[src/rtl/stcMod_settings.svh]
`ifndef STC_MOD_SETTINGS_SVH
`define STC_MOD_SETTINGS_SVH

// Register bus
`define STC_ADDR_W          4
`define STC_DATA_W          32

// Word addresses inside the register bank
`define STC_CARRIER_ADDR    0
`define STC_DEV_ADDR        1
`define STC_SAMPLE_ADDR     2

// Datapath widths
`define STC_SAMPLE_W        18
`define STC_CIC_W           34
`define STC_FREQ_W          32

`define STC_CIC_ORDER       3

`endif

[src/rtl/stcModPkg.sv]
`include "stcMod_settings.svh"

package stcModPkg;

    typedef logic signed [`STC_SAMPLE_W-1:0] sample_t;

    typedef logic signed [`STC_FREQ_W-1:0] freq_t;

    // Field layout of the deviation register
    typedef struct packed {
        logic [9:0]  spare;
        logic [3:0]  exponent;     // Left shift applied after the multiply
        logic [17:0] mantissa;     // Signed scale factor for the waveform
    } devFields_s;

    typedef union packed {
        logic [`STC_DATA_W-1:0] raw;
        devFields_s             fields;
    } deviationReg_u;

endpackage

[src/rtl/fmFreqScaler.sv]
`timescale 1ns/1ps
`include "stcMod_settings.svh"

module fmFreqScaler import stcModPkg::*; (
    input  logic                         clk,
    input  logic                         reset,
    input  logic                         clkEn,
    input  logic [4:0]                   cicShift,
    input  deviationReg_u                deviation,
    input  freq_t                        carrierFreq,
    input  logic signed [`STC_CIC_W-1:0] dIn,
    output sample_t                      waveform,
    output freq_t                        fmModFreq
);

    localparam int prodW = 2 * `STC_SAMPLE_W;
    localparam logic signed [`STC_CIC_W-1:0] satMax = `STC_CIC_W'((2 ** (`STC_SAMPLE_W-1)) - 1);
    localparam logic signed [`STC_CIC_W-1:0] satMin = `STC_CIC_W'(-(2 ** (`STC_SAMPLE_W-1)));

    logic signed [`STC_CIC_W-1:0] shifted;
    sample_t                      satSample;
    logic signed [prodW-1:0]      product;

    always_comb begin
        shifted = dIn >>> cicShift;
        if (shifted > satMax) begin
            satSample = sample_t'(satMax);
        end else if (shifted < satMin) begin
            satSample = sample_t'(satMin);
        end else begin
            satSample = sample_t'(shifted);
        end
    end

    always_ff @(posedge clk) begin
        if (reset) begin
            waveform  <= '0;
            product   <= '0;
            fmModFreq <= '0;
        end else if (clkEn) begin
            waveform  <= satSample;
            product   <= waveform * $signed(deviation.fields.mantissa);
            fmModFreq <= freq_t'($signed(product[prodW-2:3]) <<< deviation.fields.exponent)
                         + carrierFreq;   // Offset is added to the carrier in the last stage
        end
    end

endmodule

[src/rtl/fmModInterpolate.sv]
`timescale 1ns/1ps
`include "stcMod_settings.svh"

module fmModInterpolate import stcModPkg::*; (
    input  logic                        clk,
    input  logic                        reset,
    input  logic                        clkEn,
    input  logic                        inputClkEn,
    input  sample_t                     dIn,
    output logic signed [`STC_CIC_W-1:0] dOut
);

    localparam int order = `STC_CIC_ORDER;

    logic signed [`STC_CIC_W-1:0] combDly [order];
    logic signed [`STC_CIC_W-1:0] combStage [order+1];
    logic signed [`STC_CIC_W-1:0] combReg;
    logic                         combValid;
    logic signed [`STC_CIC_W-1:0] integ [order];
    logic signed [`STC_CIC_W-1:0] integNext [order];

    always_comb begin
        combStage[0] = `STC_CIC_W'(dIn);
        for (int k = 0; k < order; k++) begin
            combStage[k+1] = combStage[k] - combDly[k];
        end
    end

    // The comb output enters once per input sample, zeros in between
    always_comb begin
        integNext[0] = integ[0] + (combValid ? combReg : '0);
        for (int k = 1; k < order; k++) begin
            integNext[k] = integ[k] + integNext[k-1];
        end
    end

    always_ff @(posedge clk) begin
        if (reset) begin
            for (int k = 0; k < order; k++) begin
                combDly[k] <= '0;
                integ[k]   <= '0;
            end
            combReg   <= '0;
            combValid <= 1'b0;
        end else if (clkEn) begin
            if (inputClkEn) begin
                for (int k = 0; k < order; k++) begin
                    combDly[k] <= combStage[k];
                end
                combReg <= combStage[order];
            end
            combValid <= inputClkEn;
            for (int k = 0; k < order; k++) begin
                integ[k] <= integNext[k];
            end
        end
    end

    assign dOut = integ[order-1];

endmodule

[src/rtl/fmModRegs.sv]
`timescale 1ns/1ps
`include "stcMod_settings.svh"

module fmModRegs import stcModPkg::*; (
    input  logic                    clk,
    input  logic                    reset,
    input  logic                    cs,
    input  logic                    wr0,
    input  logic                    wr1,
    input  logic                    wr2,
    input  logic                    wr3,
    input  logic [`STC_ADDR_W-1:0]  addr,
    input  logic [`STC_DATA_W-1:0]  din,
    output logic [`STC_DATA_W-1:0]  dout,
    output freq_t                   carrierFreq,
    output deviationReg_u           deviation,
    output logic [15:0]             sampleDiv,
    output logic [4:0]              cicShift
);

    logic [`STC_DATA_W-1:0] carrierReg;
    deviationReg_u          devReg;
    logic [`STC_DATA_W-1:0] sampleReg;
    logic [`STC_DATA_W-1:0] rdData;
    logic [3:0]             byteWr;

    function automatic logic [`STC_DATA_W-1:0] mergeBytes(
        input logic [`STC_DATA_W-1:0] oldWord,
        input logic [`STC_DATA_W-1:0] newWord,
        input logic [3:0]             we
    );
        logic [`STC_DATA_W-1:0] merged;
        merged = oldWord;
        for (int i = 0; i < 4; i++) begin
            if (we[i]) begin
                merged[8*i +: 8] = newWord[8*i +: 8];
            end
        end
        return merged;
    endfunction

    assign byteWr = {wr3, wr2, wr1, wr0};

    always_ff @(posedge clk) begin
        if (reset) begin
            carrierReg <= '0;
            devReg     <= '0;
            sampleReg  <= '0;
        end else if (cs) begin
            case (addr)
                `STC_CARRIER_ADDR: carrierReg <= mergeBytes(carrierReg, din, byteWr);
                `STC_DEV_ADDR:     devReg.raw <= mergeBytes(devReg.raw, din, byteWr);
                `STC_SAMPLE_ADDR:  sampleReg  <= mergeBytes(sampleReg, din, byteWr);
                default: ;
            endcase
        end
    end

    always_comb begin
        case (addr)
            `STC_CARRIER_ADDR: rdData = carrierReg;
            `STC_DEV_ADDR:     rdData = devReg.raw;
            `STC_SAMPLE_ADDR:  rdData = sampleReg;
            default:           rdData = '0;
        endcase
    end

    assign dout        = cs ? rdData : '0;     // Bus is quiet when not selected
    assign carrierFreq = freq_t'(carrierReg);
    assign deviation   = devReg;
    assign sampleDiv   = sampleReg[15:0];
    assign cicShift    = sampleReg[20:16];

endmodule

[src/rtl/stcDeviationGen.sv]
`timescale 1ns/1ps
`include "stcMod_settings.svh"

module stcDeviationGen import stcModPkg::*; (
    input  logic        clk,
    input  logic        reset,
    input  logic        clkEn,
    input  logic        txEnable,
    input  logic        modData0,
    input  logic        modData1,
    input  logic        modDataValid,
    input  logic [15:0] sampleDiv,
    output logic        posEdgeModClkEn,
    output logic        devStrobe,
    output sample_t     deviation0,
    output sample_t     deviation1
);

    localparam sample_t fullScale = sample_t'((2 ** (`STC_SAMPLE_W - 1)) - 1);

    logic [15:0] sampleCount;
    logic        bitCount;
    logic        sampleEn;
    logic        firstSample;
    logic [1:0]  history0;
    logic [1:0]  history1;
    logic        signNeg;

    // Ternary SOQPSK symbol from the alternating sign, the new bit and the two previous bits
    function automatic sample_t ternary(
        input logic negSign,
        input logic cur,
        input logic prev1,
        input logic prev2
    );
        sample_t level;
        if (prev1 == prev2) begin
            level = '0;
        end else if (negSign ^ cur ^ prev1) begin
            level = -fullScale;
        end else begin
            level = fullScale;
        end
        return level;
    endfunction

    always_ff @(posedge clk) begin
        if (reset) begin
            sampleCount     <= sampleDiv;
            bitCount        <= 1'b0;
            sampleEn        <= 1'b0;
            firstSample     <= 1'b0;
            posEdgeModClkEn <= 1'b0;
            devStrobe       <= 1'b0;
            history0        <= '0;
            history1        <= '0;
            signNeg         <= 1'b0;
            deviation0      <= '0;
            deviation1      <= '0;
        end else if (clkEn) begin
            if (sampleDiv == 16'd0) begin
                posEdgeModClkEn <= (bitCount == 1'b0);
            end else begin
                posEdgeModClkEn <= (sampleCount == 16'd1) && (bitCount == 1'b0);
            end
            if (sampleCount == 16'd0) begin
                sampleCount <= sampleDiv;
                sampleEn    <= txEnable;
                firstSample <= (bitCount == 1'b0);
                bitCount    <= ~bitCount;         // Two samples per bit
            end else begin
                sampleCount <= sampleCount - 16'd1;
                sampleEn    <= 1'b0;
            end
            devStrobe <= sampleEn && txEnable;
            if (!modDataValid) begin
                history0   <= '0;
                history1   <= '0;
                signNeg    <= 1'b0;
                deviation0 <= '0;
                deviation1 <= '0;
            end else if (sampleEn && firstSample) begin
                history0   <= {history0[0], modData0};
                history1   <= {history1[0], modData1};
                signNeg    <= ~signNeg;
                deviation0 <= ternary(signNeg, modData0, history0[0], history0[1]);
                deviation1 <= ternary(signNeg, modData1, history1[0], history1[1]);
            end
        end
    end

endmodule

[src/rtl/stcMod.sv]
`timescale 1ns/1ps
`include "stcMod_settings.svh"

module stcMod import stcModPkg::*; (
    input  logic                    clk,
    input  logic                    reset,
    input  logic                    clkEn,
    input  logic                    cs,
    input  logic                    wr0,
    input  logic                    wr1,
    input  logic                    wr2,
    input  logic                    wr3,
    input  logic [`STC_ADDR_W-1:0]  addr,
    input  logic [`STC_DATA_W-1:0]  din,
    output logic [`STC_DATA_W-1:0]  dout,
    input  logic                    modData0,
    input  logic                    modData1,
    input  logic                    modDataValid,
    input  logic                    txEnable,
    output logic                    posEdgeModClkEn,
    output sample_t                 modWaveform0,
    output sample_t                 modWaveform1,
    output freq_t                   fmModFreq0,
    output freq_t                   fmModFreq1
);

    freq_t                        carrierFreq;
    deviationReg_u                deviation;
    logic [15:0]                  sampleDiv;
    logic [4:0]                   cicShift;
    logic                         devStrobe;
    sample_t                      deviation0;
    sample_t                      deviation1;
    logic signed [`STC_CIC_W-1:0] cicOut0;
    logic signed [`STC_CIC_W-1:0] cicOut1;

    fmModRegs regs (
        .clk(clk), .reset(reset), .cs(cs),
        .wr0(wr0), .wr1(wr1), .wr2(wr2), .wr3(wr3),
        .addr(addr), .din(din), .dout(dout),
        .carrierFreq(carrierFreq), .deviation(deviation),
        .sampleDiv(sampleDiv), .cicShift(cicShift)
    );

    stcDeviationGen devGen (
        .clk(clk), .reset(reset), .clkEn(clkEn), .txEnable(txEnable),
        .modData0(modData0), .modData1(modData1), .modDataValid(modDataValid),
        .sampleDiv(sampleDiv), .posEdgeModClkEn(posEdgeModClkEn), .devStrobe(devStrobe),
        .deviation0(deviation0), .deviation1(deviation1)
    );

    // Both filters are held clear while no valid data is present
    fmModInterpolate cic0 (
        .clk(clk), .reset(reset || !modDataValid), .clkEn(clkEn),
        .inputClkEn(devStrobe), .dIn(deviation0), .dOut(cicOut0)
    );

    fmModInterpolate cic1 (
        .clk(clk), .reset(reset || !modDataValid), .clkEn(clkEn),
        .inputClkEn(devStrobe), .dIn(deviation1), .dOut(cicOut1)
    );

    fmFreqScaler scaler0 (
        .clk(clk), .reset(reset), .clkEn(clkEn), .cicShift(cicShift),
        .deviation(deviation), .carrierFreq(carrierFreq), .dIn(cicOut0),
        .waveform(modWaveform0), .fmModFreq(fmModFreq0)
    );

    fmFreqScaler scaler1 (
        .clk(clk), .reset(reset), .clkEn(clkEn), .cicShift(cicShift),
        .deviation(deviation), .carrierFreq(carrierFreq), .dIn(cicOut1),
        .waveform(modWaveform1), .fmModFreq(fmModFreq1)
    );

endmodule

[config.mk]
export PLATFORM = sky130hd
export DESIGN_NAME = stcMod
export DESIGN_NICKNAME = d
export VERILOG_FILES = /design/src/rtl/stcModPkg.sv /design/src/rtl/fmFreqScaler.sv /design/src/rtl/fmModInterpolate.sv /design/src/rtl/fmModRegs.sv /design/src/rtl/stcDeviationGen.sv /design/src/rtl/stcMod.sv
export VERILOG_INCLUDE_DIRS = /design/src /design/src/rtl
export SDC_FILE = /design/constraint.sdc
export NUM_CORES = 2
export LEC_CHECK = 0
export ABC_AREA = 1
export BUFFER_PORTS_ARGS = -buffer_cell sky130_fd_sc_hd__buf_2
export CORE_ASPECT_RATIO = 1.1
export CORE_MARGIN = 2
export CORE_UTILIZATION = 23
export DETAILED_ROUTE_END_ITERATION = 6
export SLEW_MARGIN = 20
export SYNTH_ARGS = -nofsm -noshare
export SYNTH_HDL_FRONTEND = slang
export SYNTH_SLANG_ARGS = --single-unit
[constraint.sdc]
create_clock -name clk -period 15.65 [get_ports clk]
set_clock_uncertainty 0.15 [all_clocks]
set_input_delay 1.565 -clock clk [delete_from_list [all_inputs] [get_ports clk]]
set_output_delay 1.565 -clock clk [all_outputs]
set_load 0.01 [all_outputs]
==> summary.md <==
| Metric | Value |
|---|---|
| Worst Hold Class | reg -> reg |
| Area taken by multi-input logic gates | 52600 µm² |
| Row Count | 226 |
| CP required | 15.89 ns |
| Mapped Cells | between 10000 and 15000 |
| RSZ-0062 raised after global routing | no |
| #FFs+latches synth | 685 |
| Critical path data arrival time | 7.65 ns |
| Filler Cell Count | 38100 |
| Synthesis warning total | 0 |
| Cell Pwr Density | 65.9 nW/µm² |
| Pin count of the biggest net entering global routing | 89 |
| Syn Nets | approximately 12000 |
| Pleak | 41.5 nW |
| Routed WL | 257 mm |
| Most frequent cells in the layout | nand2_1, inv_1, o21ai_0, nor2_1, a21oi_1 |
| Top-area cell type share of the netlist area | 0.170 |
| Initial antenna violation count | 12 |
| Post-Synthesis Mean Instance Area | 7.09 µm² |
| CTS tree | built |
| Starting DRT DRC Count | 4963 |
| Total congestion overflow | 0 |
| Most common cell after layout, fill and taps aside | nand2_1 |
| Vias in the first global route | 72000 |
| CTS buffer count | 83 |
| CTS clk-pin slew, worst paths | 0.06 ns |
| Fin Setup TNS | 0 ns |
| Die Y-Extent | 620 µm |
| Setup-failing EPs final | 0 |
| Pre-Repair DR Iteration Count | 7 |
| Num ports | 181 |
| GPL Wtd Cong | 0.930 |
| Critical path's largest stage delay | 0.60 ns |
| EDFF count, synth | 341 |
| Least-Margin Pin Slew | 1.20 ns |
| Clock root buffer | clkbuf_16 |
| DRT antenna net count | 0 |
| Synthesis-to-layout area growth | 10.8% |
| Final layout net count | approximately 12000 |
| DR WL/cell | 16.3 µm |
| Drt via density | 4.56 |
| Failing checks | design-rule violations |
| Final Hold Fails | 0 |
| Longest Clk Path Bufs | 3 |
| Crit path top cell by count | nand2_1 |
| Post-layout util | 0.256 |
| Vias post-DR | approximately 72000 |
| Postcts setup bufs | 0 |
| First-pass GRT wire length | between 400 and 500 mm |
| Die W | 564 µm |
| Synthesized area | 79400 µm² |
| Synth area leader | fa_1 |
| Fin. max-slew vios | 0 |
| IO buf count | 180 |
| Synth area leaders | fa_1, edfxtp_1, nand2_1 |
| Async set or reset register ratio after synthesis | 0 |
| Starting Density | 0.231 |
| Htree depth | 3 |
| Peak supply drop | 0.0901 mV |
| Register area share after synthesis | 0.216 |
| Final worst path period share | 0.474 |
| Post-synth cell types | 66 |
| Type of origin of the critical path | flop |
| GRT Util Overall | 0.145 |
| Max-Cap Viols | 0 |
| Critical path capture point type | flop |
| Setup Crit Path Kind | reg -> reg |
| Hpwl dp | around 200 mm |
| Clk sink count | 685 |
| Core Area | 344000 µm² |
| DRC errors left | 1 |
| Ys flop type | dfxtp_1 |
| Status | complete, but fails checks |
| Die Footprint | 350000 µm² |
| Critical Path Fanout Max | 57 |
| Clk Latency, worst-skew pair | around 0.72 ns |
| Post_cts resized | 0 |
| Slew margin rel. | 0.192 |
| Share of cells above drive strength 1 | 0.0490 |
| Minimum clock period | 7.41 ns |
| Fmax | 0.135 GHz |
| Max stage delay cell, worst path | o31ai_1 |
| CTS Hold Bufs | 0 |
| FF+latch area | between 15000 and 20000 µm² |
## worst max-delay path: cells and delay by family (launching register included)
| family | cells | cell delay (ns) |
|---|---|---|
| AND/OR/NAND/NOR | 17 | 2.68 |
| flip-flops | 1 | 0.43 |
| XOR/XNOR | 1 | 0.22 |
| buffers and inverters | 7 | 0.93 |
| adder cells (fa/ha/maj) | 4 | 1.31 |
| AO/OA/AOI/OAI | 5 | 1.35 |
## flip-flops by register name (all words and copies together), names as in the netlist, 2 cells and up
name and cells:
regs.carrierFreq 32, cic0.combDly 61, devGen.history1 2, devGen.sampleCount 16, scaler1.waveform 18, cic0.combReg 34
cic1.combReg 34, scaler0.fmModFreq 32, regs.deviation 32, cic1.combDly 60, scaler0.product 32, scaler1.product 32
devGen.deviation1 3, cic0.integ 102, devGen.deviation0 3, devGen.history0 2, scaler0.waveform 18, cic1.integ 102
scaler1.fmModFreq 32, regs.sampleReg 32
## cells by family (layout without fill, tap and decap cells)
logic type / after synthesis / count (layout) / share of synthesized area
xor gates and xnor gates: 251 / 251 / 0.0277
adders and majority gates: 1239 / 1239 / 0.259
buffers and inverters: 2557 / 2569 / 0.123
DFF: 685 / 685 / 0.216
and+or+nand+nor: 4249 / 4249 / 0.216
AOI/OAI and AO/OA: 2183 / 2183 / 0.154
muxes: 38 / 38 / 0.00479
other: 0 / 3 / 0
## per-layer routing
layer  track usage  part of all wire  up-vias
met5             0                 0        -
met4        0.0621             0.048        0
met3        0.0143             0.044      504
met2         0.260              0.49     1691
met1         0.175              0.42    34200
li1              -                 -    35500
## through the flow
| step | area [µm²] | instances | hold WS, ns | power, mW | setup slack, ns |
|---|---|---|---|---|---|
| floorplan | 79400 | 11200 | 0.276 | 3.22 | 7.83 |
| global placement | 85100 | 15600 | 0.284 | 3.73 | 8.19 |
| detailed placement | 85100 | 15600 | 0.286 | 3.73 | 8.22 |
| finish | 88000 | 15800 | 0.299 | 5.80 | 8.24 |
| global route | 88000 | 15800 | 0.312 | 6.13 | 7.36 |
| CTS | 88000 | 15800 | 0.301 | 5.85 | 8.20 |
## report_power, final
group / switching (mW) / leakage (nW) / internal [mW]
clock: 0.875 / 1.42 / 1.22
sequential: 0.0608 / 6.69 / 1.95
combinational: 1.16 / 33.4 / 0.532
## Yosys cell counts (all sizes together) (10+ instances only)
cell    instances
fa            673
o221ai         52
a21oi         830
o21a           40
nand3         391
or2            63
o21ai         894
a21boi         23
a221oi         10
dfxtp         344
edfxtp        341
o22ai          14
ha            566
mux2i          38
nand2        2652
xnor2          78
nand3b         10
nor4           30
o21bai         78
nor3          106
and2           34
o31ai          18
nor2          876
clkbuf        303
inv          2139
a31oi          58
xor2          173
nand4          79
a211oi         15
a21o           73
buf           112
o211ai         40
## path summary, 6_finish.rpt
check,startpoint,end,slack [ns],cells after the start
worst max-delay path,cic0.combValid,cic0.integ[0][101],8.24,34
worst max register to register,cic0.combValid,cic0.integ[0][101],8.24,34
worst min register to register,scaler0.fmModFreq[27],scaler0.fmModFreq[27],0.30,2
worst min-delay path,scaler0.fmModFreq[27],scaler0.fmModFreq[27],0.30,2
## area by class of cell
class | instances | share of cell area
Multi-Input combinational cell | 7960 | 0.598
Sequential cell | 685 | 0.195
Inverter | 2142 | 0.0915
Tap cell | 4560 | 0.0648
Clock buffer | 116 | 0.0270
Timing Repair Buffer | 274 | 0.0182
Clock inverter | 37 | 0.00598
Antenna cell | 3 | 0.0000853
No activity file was read; power rests on OpenSTA's default activity.
